**config.mk**
```make
export PLATFORM = sky130hd
export DESIGN_NAME = am_lock_top
export DESIGN_NICKNAME = d
export VERILOG_FILES = /design/src/verilog/am_pkg.sv /design/src/verilog/am_lane_output.sv /design/src/verilog/am_lock_fsm.sv /design/src/verilog/am_lock_top.sv /design/src/verilog/am_marker_match.sv /design/src/verilog/am_period_timer.sv
export SDC_FILE = /design/constraint.sdc
export NUM_CORES = 1
export LEC_CHECK = 0
export BUFFER_PORTS_ARGS = -buffer_cell sky130_fd_sc_hd__buf_2
export CAP_MARGIN = 20
export CORE_MARGIN = 4
export CORE_UTILIZATION = 55
export DETAILED_ROUTE_END_ITERATION = 10
export PLACE_DENSITY = 0.82
export SLEW_MARGIN = 15
export SYNTH_ARGS = -nofsm -noshare
export SYNTH_HDL_FRONTEND = slang
export SYNTH_SLANG_ARGS = --single-unit
```
**constraint.sdc**
```tcl
create_clock -name i_clock -period 3.7 [get_ports i_clock]
set_input_delay 0.37 -clock i_clock [delete_from_list [all_inputs] [get_ports i_clock]]
set_output_delay 0.37 -clock i_clock [all_outputs]
set_load 0.01 [all_outputs]
```
**src/verilog/am_pkg.sv**
```systemverilog
package am_pkg;

    // coded block and lane marker geometry
    localparam int NB_CODED_BLOCK = 66;
    localparam int N_ALIGNER      = 20;
    localparam int NB_LANE_ID     = $clog2(N_ALIGNER);

    // marker period in accepted blocks, kept short for simulation
    localparam int N_BLOCKS       = 10;
    localparam int NB_BLOCK_CNT   = $clog2(N_BLOCKS + 1);

    // lock thresholds
    localparam int MAX_VAL_AM     = 20;
    localparam int NB_VAL_AM      = $clog2(MAX_VAL_AM + 1);
    localparam int MAX_INV_AM     = 8;
    localparam int NB_INV_AM      = $clog2(MAX_INV_AM + 1);

    localparam int NB_ERROR_COUNTER = 64;

    localparam logic [1:0] AM_SYNC_HEADER = 2'b10;   // control block header

    // M0 M1 M2 per physical lane
    // bytes 5..7 of a marker carry the complement of these
    localparam logic [23:0] AM_TABLE [N_ALIGNER] = '{
        24'hC1_68_21,   // lane 0
        24'h9D_71_8E,
        24'h59_4B_E8,
        24'h4D_95_7B,
        24'hF5_07_09,   // lane 4
        24'hDD_14_C2,
        24'h9A_4A_26,
        24'h7B_45_66,
        24'hA0_24_76,
        24'h68_C9_FB,
        24'hFD_6C_99,   // lane 10
        24'hB9_91_55,
        24'h5C_B9_B2,
        24'h1A_F8_BD,
        24'h83_C7_CA,
        24'h35_36_CD,
        24'hC4_31_4C,
        24'hAD_D6_B7,
        24'h5F_66_2A,
        24'hC0_F0_E5    // lane 19
    };

    // lock state machine
    typedef enum logic [1:0] {
        AM_UNLOCKED,    // searching for a first marker
        AM_ACQUIRE,     // counting good markers
        AM_LOCKED,
        AM_HOLD         // parked while enable is low
    } am_lock_state_t;

endpackage
```
**src/verilog/am_lane_output.sv**
```systemverilog
module am_lane_output
    import am_pkg::*;
(
    input  logic                        i_clock,
    input  logic                        i_reset,
    input  logic                        i_valid,
    input  logic                        i_enable,
    input  logic [NB_CODED_BLOCK-1:0]   i_data,
    input  logic                        i_am_good,
    input  logic                        i_am_bad,
    output logic                        o_valid,
    output logic [NB_CODED_BLOCK-1:0]   o_data,
    output logic                        o_start_of_lane,
    output logic [NB_ERROR_COUNTER-1:0] o_error_counter
);

    logic                        valid_q1, valid_q2;
    logic [NB_CODED_BLOCK-1:0]   data_q1, data_q2;
    logic [NB_ERROR_COUNTER-1:0] err_cnt;
    logic [NB_ERROR_COUNTER-1:0] err_next;

    always_ff @(posedge i_clock)
    begin
        if (i_reset)
        begin
            valid_q1 <= 1'b0;
            valid_q2 <= 1'b0;
        end
        else
        begin
            valid_q1 <= i_valid && i_enable;
            valid_q2 <= valid_q1;
        end
    end

    always_ff @(posedge i_clock)
    begin
        data_q1 <= i_data;
        data_q2 <= data_q1;
    end

    assign o_valid = valid_q2;
    assign o_data  = data_q2;

    // am_good arrives on the same cycle as its delayed block
    assign o_start_of_lane = i_am_good && valid_q2;

    // saturates at all ones
    assign err_next = (i_am_bad && !(&err_cnt)) ? err_cnt + 1'b1 : err_cnt;

    always_ff @(posedge i_clock)
    begin
        if (i_reset)
            err_cnt <= '0;
        else
            err_cnt <= err_next;
    end

    assign o_error_counter = err_next;   // shows the increment with its own block

endmodule

```
**src/verilog/am_lock_fsm.sv**
```systemverilog
module am_lock_fsm
    import am_pkg::*;
(
    input  logic                  i_clock,
    input  logic                  i_reset,
    input  logic                  i_enable,
    input  logic                  i_block_lock,
    input  logic                  i_match_valid,
    input  logic                  i_am_match,
    input  logic [NB_LANE_ID-1:0] i_match_lane,
    input  logic                  i_am_slot,
    input  logic [NB_VAL_AM-1:0]  i_valid_am_thr,
    input  logic [NB_INV_AM-1:0]  i_invalid_am_thr,
    output logic                  o_timer_start,
    output logic                  o_timer_clear,
    output logic [NB_LANE_ID-1:0] o_lane_id,
    output logic                  o_am_lock,
    output logic                  o_resync,
    output logic                  o_am_good,
    output logic                  o_am_bad
);

    am_lock_state_t        state, state_next;
    am_lock_state_t        resume_state, resume_next;   // state to return to after hold
    logic [NB_VAL_AM-1:0]  good_cnt, good_next, good_inc;
    logic [NB_INV_AM-1:0]  bad_cnt, bad_next, bad_inc;
    logic [NB_LANE_ID-1:0] lane_id, lane_next;
    logic                  lane_hit;
    logic                  good_pulse;
    logic                  bad_pulse;
    logic                  resync_pulse;

    assign lane_hit = i_am_match && (i_match_lane == lane_id);
    assign good_inc = good_cnt + 1'b1;
    assign bad_inc  = bad_cnt + 1'b1;

    always_comb
    begin
        state_next    = state;
        resume_next   = resume_state;
        good_next     = good_cnt;
        bad_next      = bad_cnt;
        lane_next     = lane_id;
        o_timer_start = 1'b0;
        good_pulse    = 1'b0;
        bad_pulse     = 1'b0;
        resync_pulse  = 1'b0;

        if (!i_block_lock)
            state_next = AM_UNLOCKED;
        else if (!i_enable && !i_match_valid)
        begin
            // a block still in the matcher is handled before parking
            if (state != AM_HOLD)
            begin
                resume_next = state;
                state_next  = AM_HOLD;
            end
        end
        else
        begin
            case (state)
                AM_HOLD:
                    state_next = resume_state;
                AM_UNLOCKED:
                    if (i_am_match)
                    begin
                        lane_next     = i_match_lane;
                        good_next     = NB_VAL_AM'(1);
                        bad_next      = '0;
                        o_timer_start = 1'b1;
                        if (i_valid_am_thr <= NB_VAL_AM'(1))
                            state_next = AM_LOCKED;
                        else
                            state_next = AM_ACQUIRE;
                    end
                AM_ACQUIRE:
                    if (i_am_slot)
                    begin
                        if (lane_hit)
                        begin
                            good_next = good_inc;
                            if (good_inc >= i_valid_am_thr)
                                state_next = AM_LOCKED;
                        end
                        else
                            state_next = AM_UNLOCKED;
                    end
                    else if (i_am_match)
                        state_next = AM_UNLOCKED;   // marker out of slot
                AM_LOCKED:
                    if (i_am_slot)
                    begin
                        if (lane_hit)
                        begin
                            bad_next   = '0;
                            good_pulse = 1'b1;
                        end
                        else
                        begin
                            bad_next  = bad_inc;
                            bad_pulse = 1'b1;
                            if (bad_inc >= i_invalid_am_thr)
                            begin
                                resync_pulse = 1'b1;
                                state_next   = AM_UNLOCKED;
                            end
                        end
                    end
                default:
                    state_next = AM_UNLOCKED;
            endcase
        end
    end

    assign o_timer_clear = (state_next == AM_UNLOCKED);
    assign o_lane_id     = lane_id;

    always_ff @(posedge i_clock)
    begin
        if (i_reset)
        begin
            state        <= AM_UNLOCKED;
            resume_state <= AM_UNLOCKED;
            good_cnt     <= '0;
            bad_cnt      <= '0;
            lane_id      <= '0;
            o_am_lock    <= 1'b0;
            o_resync     <= 1'b0;
            o_am_good    <= 1'b0;
            o_am_bad     <= 1'b0;
        end
        else
        begin
            state        <= state_next;
            resume_state <= resume_next;
            good_cnt     <= good_next;
            bad_cnt      <= bad_next;
            lane_id      <= lane_next;
            // lock stays visible while parked in hold
            o_am_lock    <= (state_next == AM_LOCKED)
                         || (state_next == AM_HOLD && resume_next == AM_LOCKED);
            o_resync     <= resync_pulse;
            o_am_good    <= good_pulse;
            o_am_bad     <= bad_pulse;
        end
    end

endmodule

```
**src/verilog/am_lock_top.sv**
```systemverilog
module am_lock_top
    import am_pkg::*;
(
    input  logic                        i_clock,
    input  logic                        i_reset,
    input  logic                        i_enable,
    input  logic                        i_valid,
    input  logic                        i_block_lock,
    input  logic [NB_CODED_BLOCK-1:0]   i_data,
    input  logic [NB_VAL_AM-1:0]        i_valid_am_thr,
    input  logic [NB_INV_AM-1:0]        i_invalid_am_thr,
    output logic                        o_valid,
    output logic [NB_CODED_BLOCK-1:0]   o_data,
    output logic [NB_LANE_ID-1:0]       o_lane_id,
    output logic                        o_am_lock,
    output logic                        o_resync,
    output logic                        o_start_of_lane,
    output logic [NB_ERROR_COUNTER-1:0] o_error_counter
);

    logic                  match_valid;
    logic                  am_match;
    logic [NB_LANE_ID-1:0] match_lane;
    logic                  am_slot;
    logic                  timer_start;
    logic                  timer_clear;
    logic                  am_good;
    logic                  am_bad;

    am_marker_match am_marker_match_i (
        .i_clock       (i_clock),
        .i_reset       (i_reset),
        .i_valid       (i_valid),
        .i_enable      (i_enable),
        .i_data        (i_data),
        .o_match_valid (match_valid),
        .o_am_match    (am_match),
        .o_match_lane  (match_lane)
    );

    am_period_timer am_period_timer_i (
        .i_clock   (i_clock),
        .i_reset   (i_reset),
        .i_step    (match_valid),
        .i_start   (timer_start),
        .i_clear   (timer_clear),
        .o_am_slot (am_slot)
    );

    am_lock_fsm am_lock_fsm_i (
        .i_clock          (i_clock),
        .i_reset          (i_reset),
        .i_enable         (i_enable),
        .i_block_lock     (i_block_lock),
        .i_match_valid    (match_valid),
        .i_am_match       (am_match),
        .i_match_lane     (match_lane),
        .i_am_slot        (am_slot),
        .i_valid_am_thr   (i_valid_am_thr),
        .i_invalid_am_thr (i_invalid_am_thr),
        .o_timer_start    (timer_start),
        .o_timer_clear    (timer_clear),
        .o_lane_id        (o_lane_id),
        .o_am_lock        (o_am_lock),
        .o_resync         (o_resync),
        .o_am_good        (am_good),
        .o_am_bad         (am_bad)
    );

    // two cycle data delay lines up with the fsm outputs
    am_lane_output am_lane_output_i (
        .i_clock         (i_clock),
        .i_reset         (i_reset),
        .i_valid         (i_valid),
        .i_enable        (i_enable),
        .i_data          (i_data),
        .i_am_good       (am_good),
        .i_am_bad        (am_bad),
        .o_valid         (o_valid),
        .o_data          (o_data),
        .o_start_of_lane (o_start_of_lane),
        .o_error_counter (o_error_counter)
    );

endmodule

```
**src/verilog/am_marker_match.sv**
```systemverilog
module am_marker_match
    import am_pkg::*;
(
    input  logic                      i_clock,
    input  logic                      i_reset,
    input  logic                      i_valid,
    input  logic                      i_enable,
    input  logic [NB_CODED_BLOCK-1:0] i_data,
    output logic                      o_match_valid,
    output logic                      o_am_match,
    output logic [NB_LANE_ID-1:0]     o_match_lane
);

    logic                  accept;
    logic                  header_ok;
    logic [N_ALIGNER-1:0]  hit;       // one bit per table entry
    logic [NB_LANE_ID-1:0] hit_lane;

    assign accept    = i_valid && i_enable;
    assign header_ok = (i_data[65:64] == AM_SYNC_HEADER);

    // M0..M2 sit in [63:40], their complements in [31:8]
    // BIP3 [39:32] and BIP7 [7:0] are not looked at
    always_comb
    begin
        for (int k = 0; k < N_ALIGNER; k++)
        begin
            hit[k] = header_ok
                  && (i_data[63:40] == AM_TABLE[k])
                  && (i_data[31:8] == ~AM_TABLE[k]);
        end
    end

    // table entries are distinct, so at most one bit is set
    always_comb
    begin
        hit_lane = '0;
        for (int k = 0; k < N_ALIGNER; k++)
        begin
            if (hit[k])
                hit_lane = NB_LANE_ID'(k);
        end
    end

    always_ff @(posedge i_clock)
    begin
        if (i_reset)
        begin
            o_match_valid <= 1'b0;
            o_am_match    <= 1'b0;
        end
        else
        begin
            o_match_valid <= accept;
            o_am_match    <= accept && (|hit);
        end
    end

    always_ff @(posedge i_clock)
    begin
        if (accept)
            o_match_lane <= hit_lane;   // only read together with o_am_match
    end

endmodule

```
**src/verilog/am_period_timer.sv**
```systemverilog
module am_period_timer
    import am_pkg::*;
(
    input  logic i_clock,
    input  logic i_reset,
    input  logic i_step,     // one accepted block
    input  logic i_start,    // first marker seen, counts as slot zero
    input  logic i_clear,
    output logic o_am_slot
);

    logic [NB_BLOCK_CNT-1:0] blk_cnt;   // accepted blocks since last slot
    logic                    running;

    // slot lands on the N_BLOCKS-th step after the previous one
    assign o_am_slot = running && i_step
                    && (blk_cnt == NB_BLOCK_CNT'(N_BLOCKS - 1));

    always_ff @(posedge i_clock)
    begin
        if (i_reset || i_clear)
        begin
            running <= 1'b0;
            blk_cnt <= '0;
        end
        else if (i_start)
        begin
            running <= 1'b1;
            blk_cnt <= '0;
        end
        else if (running && i_step)
        begin
            if (o_am_slot)
                blk_cnt <= '0;   // wrap, next period begins
            else
                blk_cnt <= blk_cnt + 1'b1;
        end
    end

endmodule

```
==> flow_metrics.tcl <==
set metrics [dict create \
    yosys_warnings 0 \
    globalRouteTotalUtil_pct 26.8 \
    rsz0062_at_grt "no" \
    dieArea_mm2 0.0180 \
    post_cts_buffers 0 \
    hpwl_um 17200 \
    met2_length_um 11900 \
    worst_pin_slew_ns 0.991 \
    async_flop_share_pct 0 \
    end_kind "output port" \
    leakage_nw 4.87 \
    period_minus_slack_ns 3.37 \
    cts_root_buffer "clkbuf_16" \
    synth_edf_count 5 \
    hp-class "in2reg" \
    grt_pass1_vias 7611 \
    syn_area_mm2 0.00875 \
    tns_ns 0 \
    ir_worst_vdd_uv 491 \
    drive_gt1_share_pct 24.7 \
    placed_cell_area_mm2 0.0101 \
    cts_tree "done" \
    clk_path_buf_depth 3 \
    cts.clk_slew.worst_paths_ns 0.06 \
    fin_nets 1231 \
    yosysSeqAreaShare_pct 53.4 \
    max-cap-violations 0 \
    power_w 0.00514 \
    start_kind "register" \
    finClkSkew_ns 0.0177 \
    grt_max_degree 83 \
    cts_resized 0 \
    ctsHoldBuffers 49 \
    dpl_worst_slack_ns 0.878 \
    die-height_um 134 \
    synth_cells 852 \
    cp.arrival_ns 3.00 \
    globalplace.congestion 0.933 \
    clk_latency_ns 0.51 \
    cp_max_fo 11 \
    setup_slack_ns 0.329 \
    die_x_um 134 \
    cp.required_ns 3.33 \
    power_density_mw_per_mm2 453 \
    max_freq_ghz 0.297 \
    final.period_utilization_pct 91.1 \
    drtAntennaViolNets 0 \
    hold_violations 0 \
    routed_wl_um 24700 \
    synth_cell_type_count 58 \
    portBuffers 218 \
    antenna_found_initial 1 \
    top_layer "met4" \
    worstSetupPathType "reg2out" \
    drc 0 \
    synth_nets 946 \
    clkSinkCount 231 \
    status "complete, no violations" \
    drtIter0Drc 675 \
    htreeDepth 1 \
    fin_area_mm2 0.0114 \
    numCtsBuffers 23 \
    holdPathStages 1 \
    max_slew_margin_pct 33.0 \
    design.portCount 219 \
    wl_per_cell_um 18.1 \
    fp-row-count 45 \
    firstDrtPassIters 5 \
    synth_seq_cells 231 \
    setup_viol 0 \
    fin_cells 1366 \
    rr_worst_depth 6 \
    met3_wirelength_um 2000 \
    avgSynthCellArea_um2 10.3 \
    wl_met1_um 9850 \
    syn_to_final_growth_pct 29.8 \
    drv_slew 0 \
    ys.flop_type "dfxtp_1" \
    fp.coreArea_mm2 0.0154 \
    dp_cells 1274 \
    grt_first_pass_wirelength_um 39400 \
    route.vias.total 7584 \
    initial_core_util_pct 56.9 \
    fillerInstances 1109 \
    grt.overflow.total 0 \
    viasPerCell 5.55 \
]
through the flow:
stage / utilization, % / hold WS [ns]
final: 73.8 / 0.0122
after global routing: 73.8 / 0.00417
after CTS: 73.8 / 0.000551
after detailed placement: 65.8 / 0.312
after global placement: 65.8 / 0.310
after floorplan: - / 0.310
Yosys cell counts, types with 5 or more instances:
master | instances | area [um^2]
a21oi_1 | 20 | 100
nand4_1 | 39 | 244
and3_1 | 21 | 131
xor2_1 | 35 | 307
nor4bb_1 | 38 | 380
inv_1 | 19 | 71.3
edfxtp_1 | 5 | 150
mux2i_1 | 6 | 60.1
clkbuf_1 | 17 | 63.8
and2_1 | 15 | 93.8
xnor2_1 | 38 | 333
dfxtp_1 | 226 | 4520
nand2_1 | 43 | 161
and4_1 | 11 | 96.3
nand3_1 | 58 | 290
nor2b_1 | 69 | 432
or4_1 | 7 | 52.6
nor3_1 | 29 | 145
nand2b_1 | 8 | 50.1
ha_1 | 14 | 175
nor2_1 | 47 | 176
nor4_1 | 23 | 144
or3_1 | 6 | 37.5
o21ai_0 | 9 | 45.0
flip-flops by register name (all words and copies together) (netlist names), 4 cells and up:
name	count
am_lane_output_i.data_q1	66
am_lock_fsm_i.bad_cnt	4
am_lane_output_i.o_data	66
am_period_timer_i.blk_cnt	4
am_lane_output_i.err_cnt	64
am_marker_match_i.o_match_lane	5
am_lock_fsm_i.o_lane_id	5
am_lock_fsm_i.good_cnt	5
layout by cell type (no fill, tap or decap), drive strengths merged, types with 2 or more instances in the layout:
cell         instances
or4bb                2
and3                21
clkbuf              29
or3                  6
nor4                24
dlygate4sd3         49
nor2b               69
buf                230
a211oi               2
inv                 20
a22oi                3
xor2                35
nor3                31
nand2               43
a41oi                3
mux2i                6
diode                2
nor4bb              38
or2                  3
xnor2               38
and2                15
edfxtp               5
o31a                 3
nor2                47
dfxtp              226
nand2b               8
nand3b               2
and4                12
nand4               39
a21oi               20
and4bb               3
nand3               61
clkinv              10
o21ai                9
or4                  8
ha                  14
kinds of logic (layout without fill, tap and decap cells):
family | Yosys count | count (layout) | share of synthesized area (%)
fa+ha+maj | 14 | 14 | 2.00
compound gates | 51 | 51 | 4.11
flops | 231 | 231 | 53.4
xor+xnor | 73 | 73 | 7.31
buf+inv | 38 | 339 | 1.73
other cells | 0 | 2 | 0
mux | 7 | 7 | 0.815
simple gates | 438 | 438 | 30.6
critical path: stages, from the launching register on:
cell	delay [ns]
dfxtp_1	0.42
and4_1	0.25
nand4_1	0.23
nor3_2	0.35
o31a_1	0.56
nand3_1	0.20
xnor2_1	0.30
buf_2	0.19
where the power goes:
part	total (W)	switching, W	internal [W]
logic	0.000277	0.000149	0.000128
clock network	0.00225	0.000940	0.00131
registers	0.00261	0.0000282	0.00258
total	0.00514	0.00112	0.00402
routing by layer:
metal | vias up | global-route usage [%]
met4 | 0 | 10.5
met2 | 337 | 45.6
met1 | 3538 | 33.0
met3 | 83 | 6.53
met5 | - | 0
li1 | 3626 | -
path summary, 6_finish.rpt:
path,startpoint,to,slack (ns)
setup / recovery,am_lane_output_i.err_cnt[4],o_error_counter[61],0.33
hold reg to reg,am_lane_output_i.data_q1[64],am_lane_output_i.o_data[64],0.32
setup reg to reg,am_lane_output_i.err_cnt[13],am_lane_output_i.err_cnt[1],1.09
hold / removal,i_data[46],am_lane_output_i.data_q1[46],0.01
area by class of cell:
cell class | count | area [um^2] | share of cell area (%)
sequential | 231 | 4670 | 41.2
multi-input combinational | 583 | 3920 | 34.5
timing repair buffer | 279 | 1670 | 14.7
clock buffer | 29 | 648 | 5.71
tap | 211 | 264 | 2.33
clock inverter | 12 | 95.1 | 0.838
inverter | 19 | 71.3 | 0.628
antenna | 2 | 5.00 | 0.0441
No activity file was read; power rests on OpenSTA's default activity.
